File: config.mk
export PLATFORM = sky130hd
export DESIGN_NAME = rvv_retire_flat
export DESIGN_NICKNAME = d
export VERILOG_FILES = /design/src/rvv_pkg.sv /design/src/rvv_ifs.sv /design/src/rvv_retire.sv /design/src/flat_wrapper.sv
export SDC_FILE = /design/constraint.sdc
export NUM_CORES = 1
export LEC_CHECK = 0
export BUFFER_PORTS_ARGS = -buffer_cell sky130_fd_sc_hd__buf_2
export CORE_AREA = 2 2 344 346
export DETAILED_ROUTE_END_ITERATION = 6
export DIE_AREA = 0 0 346 348
export PLACE_DENSITY_LB_ADDON = 0.12
export SYNTH_ARGS = -nofsm -noshare
export SYNTH_HDL_FRONTEND = slang
export SYNTH_SLANG_ARGS = --single-unit
File: constraint.sdc
create_clock -name vclk -period 6.6
set_input_delay 1.32 -clock vclk [all_inputs]
set_output_delay 1.32 -clock vclk [all_outputs]
set_load 0.01 [all_outputs]
File: src/rvv_pkg.sv
// rvv backend shared widths, vector csr and retire entry types
package rvv_pkg;

  localparam int VLEN      = 64;         // vector register width in bits
  localparam int VLENB     = VLEN / 8;   // same in bytes
  localparam int XLEN      = 32;
  localparam int REG_IDX_W = 5;          // 32 registers per file

  typedef struct packed {
    logic [7:0] vstart;
    logic [7:0] vl;
  } vector_csr_t;

  ////////////////////
  // result word
  ////////////////////
  // one word, read as a full vector or as a scalar in its low bits
  typedef union packed {
    logic [VLEN-1:0] vec;
    struct packed {
      logic [VLEN-XLEN-1:0] pad;
      logic [XLEN-1:0]      val;
    } scalar;
  } rt_data_u;

  ////////////////////
  // rob entry
  ////////////////////
  typedef struct packed {
    logic                 w_valid;      // uop writes a register
    logic                 w_type;       // 0 vrf, 1 xrf
    logic [REG_IDX_W-1:0] w_index;
    rt_data_u             w_data;
    logic [VLENB-1:0]     vd_strobe;    // body bytes enabled
    logic                 ignore_vta;
    logic                 ignore_vma;
    logic                 trap_flag;
    vector_csr_t          vector_csr;
    logic                 vxsat;
  } rob_entry_t;

endpackage

File: src/rvv_ifs.sv
// internal buses of the retire stage: rob offer, xrf requests and wishbone
interface rob_rt_if #(parameter int NUM_RT_UOP = 4);
  import rvv_pkg::*;

  logic       [NUM_RT_UOP-1:0] valid;
  rob_entry_t [NUM_RT_UOP-1:0] entry;   // oldest entry in lane 0
  logic       [NUM_RT_UOP-1:0] ready;

  modport rob (output valid, output entry, input ready);
  modport rt  (input valid, input entry, output ready);
endinterface

interface xrf_req_if #(parameter int NUM_RT_UOP = 4);
  import rvv_pkg::*;

  logic [NUM_RT_UOP-1:0]                valid;
  logic [NUM_RT_UOP-1:0][REG_IDX_W-1:0] index;
  logic [NUM_RT_UOP-1:0][XLEN-1:0]      data;
  logic [NUM_RT_UOP-1:0]                ready;  // pulses with the bus ack

  modport rt  (output valid, output index, output data, input ready);
  modport arb (input valid, input index, input data, output ready);
endinterface


File: src/rvv_retire.sv
// retire unit, writes vrf and xrf results, squashes after a trap, reports vcsr and vxsat
module rvv_retire #(
  parameter int NUM_RT_UOP = 4
) (
  rob_rt_if.rt                                            rob,
  xrf_req_if.rt                                           xrf,
  output logic [NUM_RT_UOP-1:0]                           vrf_wr_valid,
  output logic [NUM_RT_UOP-1:0][rvv_pkg::REG_IDX_W-1:0]   vrf_wr_index,
  output logic [NUM_RT_UOP-1:0][rvv_pkg::VLEN-1:0]        vrf_wr_data,
  output logic [NUM_RT_UOP-1:0][rvv_pkg::VLENB-1:0]       vrf_wr_strobe,
  output logic                                            trap_valid,
  output rvv_pkg::vector_csr_t                            trap_vcsr,
  output logic                                            vxsat_valid,
  output logic                                            vxsat
);
  import rvv_pkg::*;

  logic [NUM_RT_UOP-1:0]            trap_before;  // an older valid lane traps
  logic [NUM_RT_UOP-1:0]            live;
  logic [NUM_RT_UOP-1:0][VLENB-1:0] strb_raw;     // strobe before waw masking

  ////////////////////
  // trap squash
  ////////////////////
  always_comb begin
    logic seen;
    seen = 1'b0;
    for (int i = 0; i < NUM_RT_UOP; i++) begin
      trap_before[i] = seen;   // the trapping lane itself still writes
      seen = seen | (rob.valid[i] && rob.entry[i].trap_flag);
    end
  end

  ////////////////////
  // lane decode
  ////////////////////
  always_comb begin
    for (int i = 0; i < NUM_RT_UOP; i++) begin
      live[i]         = rob.valid[i] && !trap_before[i];
      vrf_wr_valid[i] = live[i] && rob.entry[i].w_valid && !rob.entry[i].w_type;
      xrf.valid[i]    = live[i] && rob.entry[i].w_valid && rob.entry[i].w_type;
      vrf_wr_index[i] = rob.entry[i].w_index;
      vrf_wr_data[i]  = rob.entry[i].w_data.vec;
      xrf.index[i]    = rob.entry[i].w_index;
      xrf.data[i]     = rob.entry[i].w_data.scalar.val;
      // agnostic tail and mask, whole register may be overwritten
      if (rob.entry[i].ignore_vta && rob.entry[i].ignore_vma) begin
        strb_raw[i] = '1;
      end else begin
        strb_raw[i] = rob.entry[i].vd_strobe;
      end
      // vrf and squashed lanes never wait
      rob.ready[i] = xrf.valid[i] ? xrf.ready[i] : 1'b1;
    end
  end

  ////////////////////
  // waw masking
  ////////////////////
  // a byte also written by a younger lane to the same vd is dropped here
  always_comb begin
    for (int i = 0; i < NUM_RT_UOP; i++) begin
      vrf_wr_strobe[i] = strb_raw[i];
      for (int j = i + 1; j < NUM_RT_UOP; j++) begin
        if (vrf_wr_valid[j] && (rob.entry[j].w_index == rob.entry[i].w_index)) begin
          vrf_wr_strobe[i] = vrf_wr_strobe[i] & ~strb_raw[j];
        end
      end
    end
  end

  // first trapping lane owns the vcsr report
  always_comb begin
    trap_valid  = 1'b0;
    trap_vcsr   = '0;
    vxsat_valid = 1'b0;
    vxsat       = 1'b0;
    for (int i = NUM_RT_UOP - 1; i >= 0; i--) begin
      if (rob.valid[i] && rob.entry[i].trap_flag) begin
        trap_valid = 1'b1;
        trap_vcsr  = rob.entry[i].vector_csr;
      end
      vxsat_valid = vxsat_valid | (rob.valid[i] && rob.entry[i].vxsat);
      vxsat       = vxsat | (rob.valid[i] && rob.entry[i].vxsat);
    end
  end

  // nothing younger than a trapping lane reaches either register file
  always_comb begin
    for (int i = 0; i < NUM_RT_UOP; i++) begin
      if (rob.valid[i] && rob.entry[i].trap_flag) begin
        assert (((vrf_wr_valid | xrf.valid) >> (i + 1)) == '0);
      end
    end
  end

endmodule

File: src/flat_wrapper.sv
// flat-port wrapper written by rule: the top's interface ports become plain ports
module rvv_retire_flat import rvv_pkg::*;
#(
  parameter int NUM_RT_UOP = 4
)
  (vrf_wr_valid, vrf_wr_index, vrf_wr_data, vrf_wr_strobe, trap_valid, trap_vcsr, vxsat_valid, vxsat, rob_valid, rob_entry, rob_ready, xrf_valid, xrf_index, xrf_data, xrf_ready);
  rob_rt_if #(.NUM_RT_UOP(NUM_RT_UOP)) rob_i ();
  xrf_req_if #(.NUM_RT_UOP(NUM_RT_UOP)) xrf_i ();
  output logic [NUM_RT_UOP-1:0] vrf_wr_valid;
  output logic [NUM_RT_UOP-1:0][rvv_pkg::REG_IDX_W-1:0] vrf_wr_index;
  output logic [NUM_RT_UOP-1:0][rvv_pkg::VLEN-1:0] vrf_wr_data;
  output logic [NUM_RT_UOP-1:0][rvv_pkg::VLENB-1:0] vrf_wr_strobe;
  output logic trap_valid;
  output rvv_pkg::vector_csr_t trap_vcsr;
  output logic vxsat_valid;
  output logic vxsat;
  input wire logic [$bits(rob_i.valid)-1:0] rob_valid;
  input wire logic [$bits(rob_i.entry)-1:0] rob_entry;
  output wire logic [$bits(rob_i.ready)-1:0] rob_ready;
  output wire logic [$bits(xrf_i.valid)-1:0] xrf_valid;
  output wire logic [$bits(xrf_i.index)-1:0] xrf_index;
  output wire logic [$bits(xrf_i.data)-1:0] xrf_data;
  input wire logic [$bits(xrf_i.ready)-1:0] xrf_ready;
  assign rob_i.valid = rob_valid;
  assign rob_i.entry = rob_entry;
  assign rob_ready = rob_i.ready;
  assign xrf_valid = xrf_i.valid;
  assign xrf_index = xrf_i.index;
  assign xrf_data = xrf_i.data;
  assign xrf_i.ready = xrf_ready;
  rvv_retire #(.NUM_RT_UOP(NUM_RT_UOP)) u_core (.rob(rob_i), .xrf(xrf_i), .vrf_wr_valid(vrf_wr_valid), .vrf_wr_index(vrf_wr_index), .vrf_wr_data(vrf_wr_data), .vrf_wr_strobe(vrf_wr_strobe), .trap_valid(trap_valid), .trap_vcsr(trap_vcsr), .vxsat_valid(vxsat_valid), .vxsat(vxsat));
endmodule
==> impl_metrics.yaml, run 1 <==
run_status:
  status: "completed"
worst_setup_path:
  arrival_ps: 3840
  timing.critical_path.to_type: "primary output"
  timing.critical_path.fanout_max: 8
  critPathSlowestCell: "or4_4"
  cp.required_ps: 5280
  cpMostUsedCell: "buf_2"
  setup.worst_path.class: "in -> out"
  cp_num_buf_inv: 2
  startpoint_type: "input port"
  path_cells: "buf_2 -> a22oi_2 -> or4b_4 -> or4_4 -> o221a_1 -> buf_2"
  worst_path_largest_cell_delay_ps: 670
  timing.critical_path.max_delay_family: "simple AND/OR/NAND/NOR gates"
  crit_path_start: "rob_valid[0]"
finish:
  areaGrowthSynthToFinish_pct: -1.102
  final_design_area_no_fill_mm2: 0.004716
  ff_latch_area_um2: 0
  antenna_cells_inserted: 0
  final_layout_size_suffix_gt1_frac: 0.5388
  layout.filler_cells: 14064
  nets: 909
  seq_cell_count: 0
  clock_buffer_count: 0
  highest_count_cells_in_the_layout_ignoring_fill_and_taps: "251 x buf_2, 36 x nor2_1, 32 x a21oi_1"
  layout.cells.most_common: "buf_2"
  fin_util: 0.04031
drt:
  detail_route.first_pass.iterations: 4
  dr.first_iter.drc_count: 164
  antenna_violating_nets_post_route: 0
  residual_drc: 0
  drt-total-wl_um: 28100
  avgViaCountPerCell: 1.780
  drt-wirelength-per-cell_um: 13.78
  via_count: 3629
power_and_ir_drop:
  power.density_mw_per_mm2: 55.49
  power.clock.fraction: 0
  power.total_mw: 0.2617
  internal_power_mw: 0.09741
  p_seq_frac: 0
  static_leakage_power_nw: 1.540
  pwr-share-comb: 1.000
  largest_vdd_supply_drop_mv: 0.02689
  power_switching_share: 0.6278
  power.net_switching_mw: 0.1643
timing:
  fin_crit_ps: 5157
  fin_crit_sh: 0.7814
  relative_max_transition_margin: 0.2873
  finalSetupViolations: 0
  clock.fmax_mhz: 193.9
  finalHoldViolations: 0
  tightestPinTransition_ps: 1069
  slew_viol_final: 0
  setup-tns-final_ps: 0
  grt_setup_unrepaired: "no"
min_path:
  worstHoldEndpoint: "vrf_wr_data[101]"
  min_path_cells: 0
  worst_hold_path_type: "in -> out"
  hold_path.startpoint: "rob_entry[164]"
logic_synthesis:
  synth-adder-area-share: 0
  post_synth_instance_area_mm2: 0.004768
  post_synth_and_or_nand_nor_area_fraction: 0.1092
  synth_top_family_by_area: "buffers and inverters"
  syn_area_per_cell_um2: 6.911
  netlist_instances: 690
  yosys.area_share.xor_xnor: 0.05510
  synth.area.mux_share: 0
  synthesis.nets: 1094
  synth-seq-area-share: 0
  synth-compound-area-share: 0.1328
  ys.warnings.count: 0
  post_synth_num_cell_types: 34
floorplanning:
  rows: 126
  horiz_die_dim_um: 346
  fp.coreArea_mm2: 0.1170
  start_util: 0.04076
  design.die.area_mm2: 0.1204
  io_pins: 891
  floorplan.die.height_um: 348
placement:
  dpl-instance-area_mm2: 0.004716
  place.gp.congestion: 0.6847
  dp_hpwl_um: 25620
  buffer_ports.inserted: 251
clock_network:
  post_cts_buffers: 0
  ctsResizeCount: 0
  holdBufCountCts: 0
global_route:
  antenna_found_initial: 10
  gr-total-overflow: 0
  grt_pass1_wl_um: 34690
  met2_usage: 0.07118
  use_met3: 0.01716
  global_route.usage.met1: 0.04582
  grt_pass1_vias: 3714
  grt_max_degree: 34
  globalRouteTotalUtil: 0.04266
  top_usage_layer: "met2"
flow_run:
  max-cap-violations: 0
## cells in the mapped netlist
cell type	instances	area, um^2
a22oi_1	2	15.01
or4_4	1	11.26
nor2_1	36	135.1
o221a_1	1	11.26
a211oi_1	2	15.01
xnor2_1	14	122.6
nor3_1	3	15.01
or4b_4	1	13.76
and2_4	1	8.760
nand2b_1	4	25.02
buf_6	3	33.78
a21oi_1	32	160.2
nor4_2	1	12.51
a221oi_1	6	52.55
and4b_1	1	10.01
nand2_1	24	90.09
buf_4	425	3191
nand4_1	1	6.260
nor4_1	4	25.02
o221a_2	7	78.83
o21ai_0	16	80.08
o2bb2ai_1	16	140.1
a31oi_1	1	6.260
a22oi_2	1	12.51
clkbuf_1	16	60.06
inv_1	17	63.81
and3_1	3	18.77
buf_1	1	3.750
nor3b_1	1	7.510
a41oi_1	7	61.31
and4_1	1	8.760
and2_1	6	37.54
nand3_1	19	95.09
xor2_1	16	140.1
## layer usage
layer	wire length (um)	up-vias
li1	-	1443
met1	9742	1552
met2	12810	467
met3	3739	161
met4	1705	6
met5	105	-
## metrics by stage
step,hold slack [ps],std cells,setup slack (ps)
2_1_floorplan,2688,690,2149
3_3_place_gp,2640,2039,1278
3_5_place_dp,2640,2039,1254
4_1_cts,2640,2039,1250
5_1_grt,2640,2039,1222
6_report,2640,2039,1443
## area by class of cell
cell class | count | area, um^2 | area share
Multi-Input combinational cell | 228 | 1421 | 0.3014
Inverter | 17 | 63.81 | 0.01353
Timing Repair Buffer | 258 | 1309 | 0.2775
Tap cell | 1536 | 1922 | 0.4075
## worst max path at each step
stage                       endpoint  slack [ps]  cells past startpoint
finish              vrf_wr_strobe[7]        1440                      6
global route        vrf_wr_strobe[5]        1220                      6
CTS                 vrf_wr_strobe[1]        1250                      6
detailed placement  vrf_wr_strobe[1]        1250                      6
global placement    vrf_wr_strobe[0]        1280                      6
floorplan           vrf_wr_strobe[7]        2150                      7
## power groups by stage
stage / Clock [mW] / Sequential (mW) / Combinational (mW)
2_1_floorplan: 0 / 0 / 0.361
3_3_place_gp: 0 / 0 / 0.272
3_5_place_dp: 0 / 0 / 0.270
4_1_cts: 0 / 0 / 0.272
5_1_grt: 0 / 0 / 0.284
6_report: 0 / 0 / 0.262
## logic make-up after synthesis
family / count (synthesis)
AO/OA/AOI/OAI: 91
XOR/XNOR: 30
buffers and inverters: 462
AND/OR/NAND/NOR: 107
Note: power is estimated with default switching activity, not from simulation.
==> run 2: changes to the inputs <==
--- a/config.mk
+++ b/config.mk
@@ -5,10 +5,11 @@
 export SDC_FILE = /design/constraint.sdc
 export NUM_CORES = 1
 export LEC_CHECK = 0
+export ABC_AREA = 1
 export BUFFER_PORTS_ARGS = -buffer_cell sky130_fd_sc_hd__buf_2
-export CORE_AREA = 2 2 344 346
+export CORE_AREA = 2 2 342 344
 export DETAILED_ROUTE_END_ITERATION = 6
-export DIE_AREA = 0 0 346 348
+export DIE_AREA = 0 0 344 346
 export PLACE_DENSITY_LB_ADDON = 0.12
 export SYNTH_ARGS = -nofsm -noshare
 export SYNTH_HDL_FRONTEND = slang
==> constraint.sdc (replaced) <==
create_clock -name vclk -period 4.64
set_input_delay 0.928 -clock vclk [all_inputs]
set_output_delay 0.928 -clock vclk [all_outputs]
set_load 0.01 [all_outputs]
==> run 2 against run 1 <==
Against the previous run: die area down 1.1%; cell area up 6.7%; final cell count up 6.1%; synthesized area up 6.2%; worst setup slack worse by 580 ps; utilization up 0.33 points; critical path depth up 3; hold slack worse by 780 ps; first-iteration DRC count up 28%.
==> impl_metrics.yaml, run 2 <==
timing:
  fin_crit_ps: 3776
  setup-tns-final_ps: 0
  finalSetupViolations: 0
  finalHoldViolations: 0
  fin_crit_sh: 0.8139
  clock.fmax_mhz: 264.8
  hold_ws_ps: 1856
  grt_setup_unrepaired: "no"
  tightestPinTransition_ps: 837.4
  slew_viol_final: 0
  relative_max_transition_margin: 0.4399
logic_synthesis:
  yosysTopAreaCell: "buf_4"
  synthTopCellsByCount: "425 x buf_4, 117 x nand2_1, 61 x inv_1, 57 x nor2_1, 48 x nand3_1"
  synth-seq-area-share: 0
  post_synth_num_cell_types: 27
  synth_top_cells_by_area: "buf_4 63%, nand2_1 8.7%, nand3_1 4.7%, inv_1 4.5%, nor2_1 4.2%"
  post_synth_instance_area_mm2: 0.005064
  yosys.cell_count.top_type: "buf_4"
  ys.warnings.count: 0
  syn_area_per_cell_um2: 6.190
  synth_top_area_share: 0.6301
  netlist_instances: 818
  synthesis.nets: 1222
clock_network:
  holdBufCountCts: 0
  ctsResizeCount: 0
  post_cts_buffers: 0
worst_setup_path:
  arrival_ps: 2850
  path_cells: "buf_2 -> nand2_1 -> inv_1 -> nand3_4 -> inv_4 -> nand2_2 -> nor2_1 -> nor2_1 -> buf_2"
  worst_path_largest_cell_delay_ps: 370
  critPathSlowestCell: "buf_2"
  cp.required_ps: 3710
  timing.critical_path.to_type: "primary output"
  setup.worst_path.class: "in -> out"
  startpoint_type: "input port"
  crit_path_start: "rob_valid[3]"
  timing.critical_path.fanout_max: 19
min_path:
  worst_hold_path_type: "in -> out"
  hold_path.startpoint: "rob_entry[165]"
placement:
  dp_hpwl_um: 30230
  buffer_ports.inserted: 251
  place.gp.congestion: 0.8266
drt:
  detail_route.first_pass.iterations: 4
  residual_drc: 0
  via_count: 4216
  antenna_violating_nets_post_route: 0
  drt-wirelength-per-cell_um: 15.13
  avgViaCountPerCell: 1.948
  drt-total-wl_um: 32740
  dr.first_iter.drc_count: 210
floorplanning:
  start_util: 0.04387
  horiz_die_dim_um: 344
  fp.coreArea_mm2: 0.1154
  floorplan.die.height_um: 346
  io_pins: 891
  rows: 125
  design.die.area_mm2: 0.1190
global_route:
  grt_pass1_vias: 4412
  gr-total-overflow: 0
  grt_pass1_wl_um: 40080
  grt_max_degree: 33
  globalRouteTotalUtil: 0.04990
  antenna_found_initial: 7
finish:
  clock_buffer_count: 0
  ff_latch_area_um2: 0
  seq_cell_count: 0
  highest_count_cells_in_the_layout_ignoring_fill_and_taps: "251 x buf_2, 117 x nand2_1, 61 x inv_1"
  layout.cells.most_common: "buf_2"
  nets: 1043
  areaGrowthSynthToFinish_pct: -0.6177
  final_layout_size_suffix_gt1_frac: 0.4380
flow_run:
  max-cap-violations: 0
run_status:
  status: "completed"
## run 2: changes by cell type in the layout (fill, tap and decap cells not counted), moves of 12 or more
cell       before  now
o2bb2ai_1      16    0
inv_1          17   61
o21ai_0        16    1
a31oi_1         1   23
o211ai_1        0   16
xor2_1         16    4
a21oi_1        32    0
nand2_1        24  117
nand3_1        19   48
nor2_1         36   57
## run 2: path summary, 6_finish.rpt
path / cells past startpoint / slack (ps) / end
setup / recovery: 9 / 860 / vrf_wr_strobe[9]
hold / removal: 0 / 1860 / vrf_wr_data[102]
## run 2: cell families (layout without fill, tap and decap cells)
logic type	count (synthesis)	count (layout)	share of synthesized area
other	0	3	0
and+or+nand+nor	262	262	0.2313
xor gates and xnor gates	15	15	0.02594
AOI/OAI and AO/OA	40	40	0.05313
buffers and inverters	501	320	0.6896
## run 2: layout make-up
| type | count | area (um^2) |
|---|---|---|
| diodes | 3 | 7.507 |
| repair buffers | 257 | 1301 |
| inverters | 63 | 239.0 |
| multi-input cells | 317 | 1578 |
| fillers | 13919 | 110400 |
| well taps | 1524 | 1907 |
## run 2: critical path: cells and delay by family
family	cells	cell delay, ps
buffers and inverters	4	880
AND/OR/NAND/NOR	5	1000
## run 2: metrics by stage
stage / setup WS [ps] / area [um^2] / util / std cells
2_1_floorplan: 1850 / 5064 / - / 818
3_3_place_gp: 786.2 / 5025 / 0.04353 / 2161
3_5_place_dp: 820.4 / 5025 / 0.04353 / 2161
4_1_cts: 813.4 / 5025 / 0.04353 / 2161
5_1_grt: 731.4 / 5025 / 0.04353 / 2161
6_report: 863.7 / 5032 / 0.04360 / 2164
## run 2: per-layer routing
layer | routed length (um) | global-route usage
met1 | 9094 | 0.03945
met2 | 15920 | 0.09290
met3 | 4890 | 0.02608
met4 | 2731 | 0.03310
met5 | 108 | 0.004493
==> run 3: changes to the inputs <==
--- a/config.mk
+++ b/config.mk
@@ -5,11 +5,11 @@
 export SDC_FILE = /design/constraint.sdc
 export NUM_CORES = 1
 export LEC_CHECK = 0
-export ABC_AREA = 1
+export ABC_AREA = 0
 export BUFFER_PORTS_ARGS = -buffer_cell sky130_fd_sc_hd__buf_2
-export CORE_AREA = 2 2 342 344
+export CORE_AREA = 2 2 349 351
 export DETAILED_ROUTE_END_ITERATION = 6
-export DIE_AREA = 0 0 344 346
+export DIE_AREA = 0 0 351 353
 export PLACE_DENSITY_LB_ADDON = 0.12
 export SYNTH_ARGS = -nofsm -noshare
 export SYNTH_HDL_FRONTEND = slang
==> constraint.sdc (replaced) <==
create_clock -name vclk -period 3.1
set_input_delay 0.62 -clock vclk [all_inputs]
set_output_delay 0.62 -clock vclk [all_outputs]
set_load 0.01 [all_outputs]
==> run 3 against run 2 <==
Against the previous run: the run now ends with setup timing left; non-clock buffer count rose by 26; cell area up 3.3%; utilization hardly changed; die area up 4.1%; global-route usage is 0.80 points lower; clock-buffer cell count did not move; sequential share of layout area unchanged; routed wire length down 14%; final cell count decreased by 0.37%; worst setup slack worse by 1000 ps; first-iteration DRC count is 63% lower; critical path type unchanged; critical endpoint is now vrf_wr_strobe[7].
==> impl_metrics.yaml, run 3 (synthesis results as in run 1) <==
run_status:
  status: "finished, violations left"
  violations: "setup timing"
power_and_ir_drop:
  internal_power_mw: 0.2457
  pwr-share-comb: 1.000
  power_switching_share: 0.5725
  power.clock.fraction: 0
  power.net_switching_mw: 0.3292
  p_seq_frac: 0
  largest_vdd_supply_drop_mv: 0.03560
  power.density_mw_per_mm2: 110.6
  static_leakage_power_nw: 1.715
finish:
  multiInputGateArea_mm2: 0.001498
  clock_buffer_count: 0
  nets: 934
  final_cell_count_no_fill: 2156
  areaGrowthSynthToFinish_pct: 9.053
  layout.cells.most_common: "buf_2"
  highest_count_cells_in_the_layout_ignoring_fill_and_taps: "242 x buf_2, 36 x nor2_1, 32 x a21oi_1"
  fin_util: 0.04312
  layout.filler_cells: 14447
  seq_cell_count: 0
  ff_latch_area_um2: 0
  final_layout_size_suffix_gt1_frac: 0.5625
floorplanning:
  start_util: 0.03954
  horiz_die_dim_um: 351
  design.die.area_mm2: 0.1239
  rows: 128
  io_pins: 891
  fp.coreArea_mm2: 0.1206
  floorplan.die.height_um: 353
timing:
  finalHoldViolations: 0
  setup-tns-final_ps: -1496
  slew_viol_final: 0
  clock.fmax_mhz: 308.4
  relative_max_transition_margin: 0.6286
  fin_ws_ps: -142.4
  fin_crit_sh: 1.046
  grt_setup_unrepaired: "yes"
  fin_crit_ps: 3242
  tightestPinTransition_ps: 557.1
  finalSetupViolations: 22
placement:
  dp_hpwl_um: 26160
  placedCellCount: 2152
  place.gp.congestion: 0.7331
  buffer_ports.inserted: 251
worst_setup_path:
  startpoint_type: "input port"
  timing.critical_path.to_type: "primary output"
  timing.critical_path.fanout_max: 8
  cp.required_ps: 2480
  arrival_ps: 2620
  setup.worst_path.class: "in -> out"
drt:
  drt-total-wl_um: 28230
  antenna_violating_nets_post_route: 0
  drt-wirelength-per-cell_um: 13.09
  via_count: 3692
  avgViaCountPerCell: 1.712
  residual_drc: 0
  detail_route.first_pass.iterations: 4
  dr.first_iter.drc_count: 77
clock_network:
  holdBufCountCts: 0
global_route:
  gr-total-overflow: 0
  grt_max_degree: 34
  grt_pass1_wl_um: 35230
  grt_pass1_vias: 3960
  antenna_found_initial: 5
  globalRouteTotalUtil: 0.04190
flow_run:
  max-cap-violations: 0
min_path:
  worst_hold_path_type: "in -> out"
## run 3: what timing repair did
| action | 4_1_cts | 5_1_grt |
|---|---|---|
| gates resized for setup | 17 | 3 |
| setup endpoints to repair | 23 | 23 |
| pin swaps | 10 | 0 |
| buffers inserted | 1 | 0 |
## run 3: area by class of cell
type | count | area share
Antenna cell | 3 | 0.001444
Inverter | 17 | 0.01227
Multi-Input combinational cell | 228 | 0.2880
Tap cell | 1625 | 0.3910
Timing Repair Buffer | 283 | 0.3073
## run 3: metal layers
metal,GRT usage,part of all wire,vias to the layer above,routed length [um]
met5,0,0,-,0
met4,0.02867,0.084,0,2362
met3,0.02117,0.14,130,3982
met2,0.08229,0.52,479,14550
met1,0.03020,0.26,1591,7329
li1,-,-,1492,-
## run 3: power groups by stage
stage	clock [mW]	sequential (mW)	combinational, mW
3_5_place_dp	0	0	0.569
5_1_grt	0	0	0.632
3_3_place_gp	0	0	0.578
4_1_cts	0	0	0.590
2_1_floorplan	0	0	0.768
6_report	0.000000124	0	0.575
## run 3: worst max-delay path: stages
cell,delay (ps)
buf_6,90
a22oi_2,190
buf_6,140
or4b_4,560
or4_4,590
o221a_1,280
buf_2,140
## run 3: worst paths after layout
path / cells after the start / from / endpoint
max: 7 / rob_entry[116] / vrf_wr_strobe[7]
min: 0 / rob_entry[175] / vrf_wr_data[112]
## run 3: through the flow
stage	area [um^2]	hold WS, ps	power (mW)	setup slack (ps)
floorplan	4768	1288	0.7678	49.29
global placement	5045	1240	0.5781	-338.8
detailed placement	5045	1240	0.5691	-348.8
CTS	5174	1240	0.5904	-192.6
global route	5192	1240	0.6321	-227.9
finish	5200	1240	0.5749	-142.4
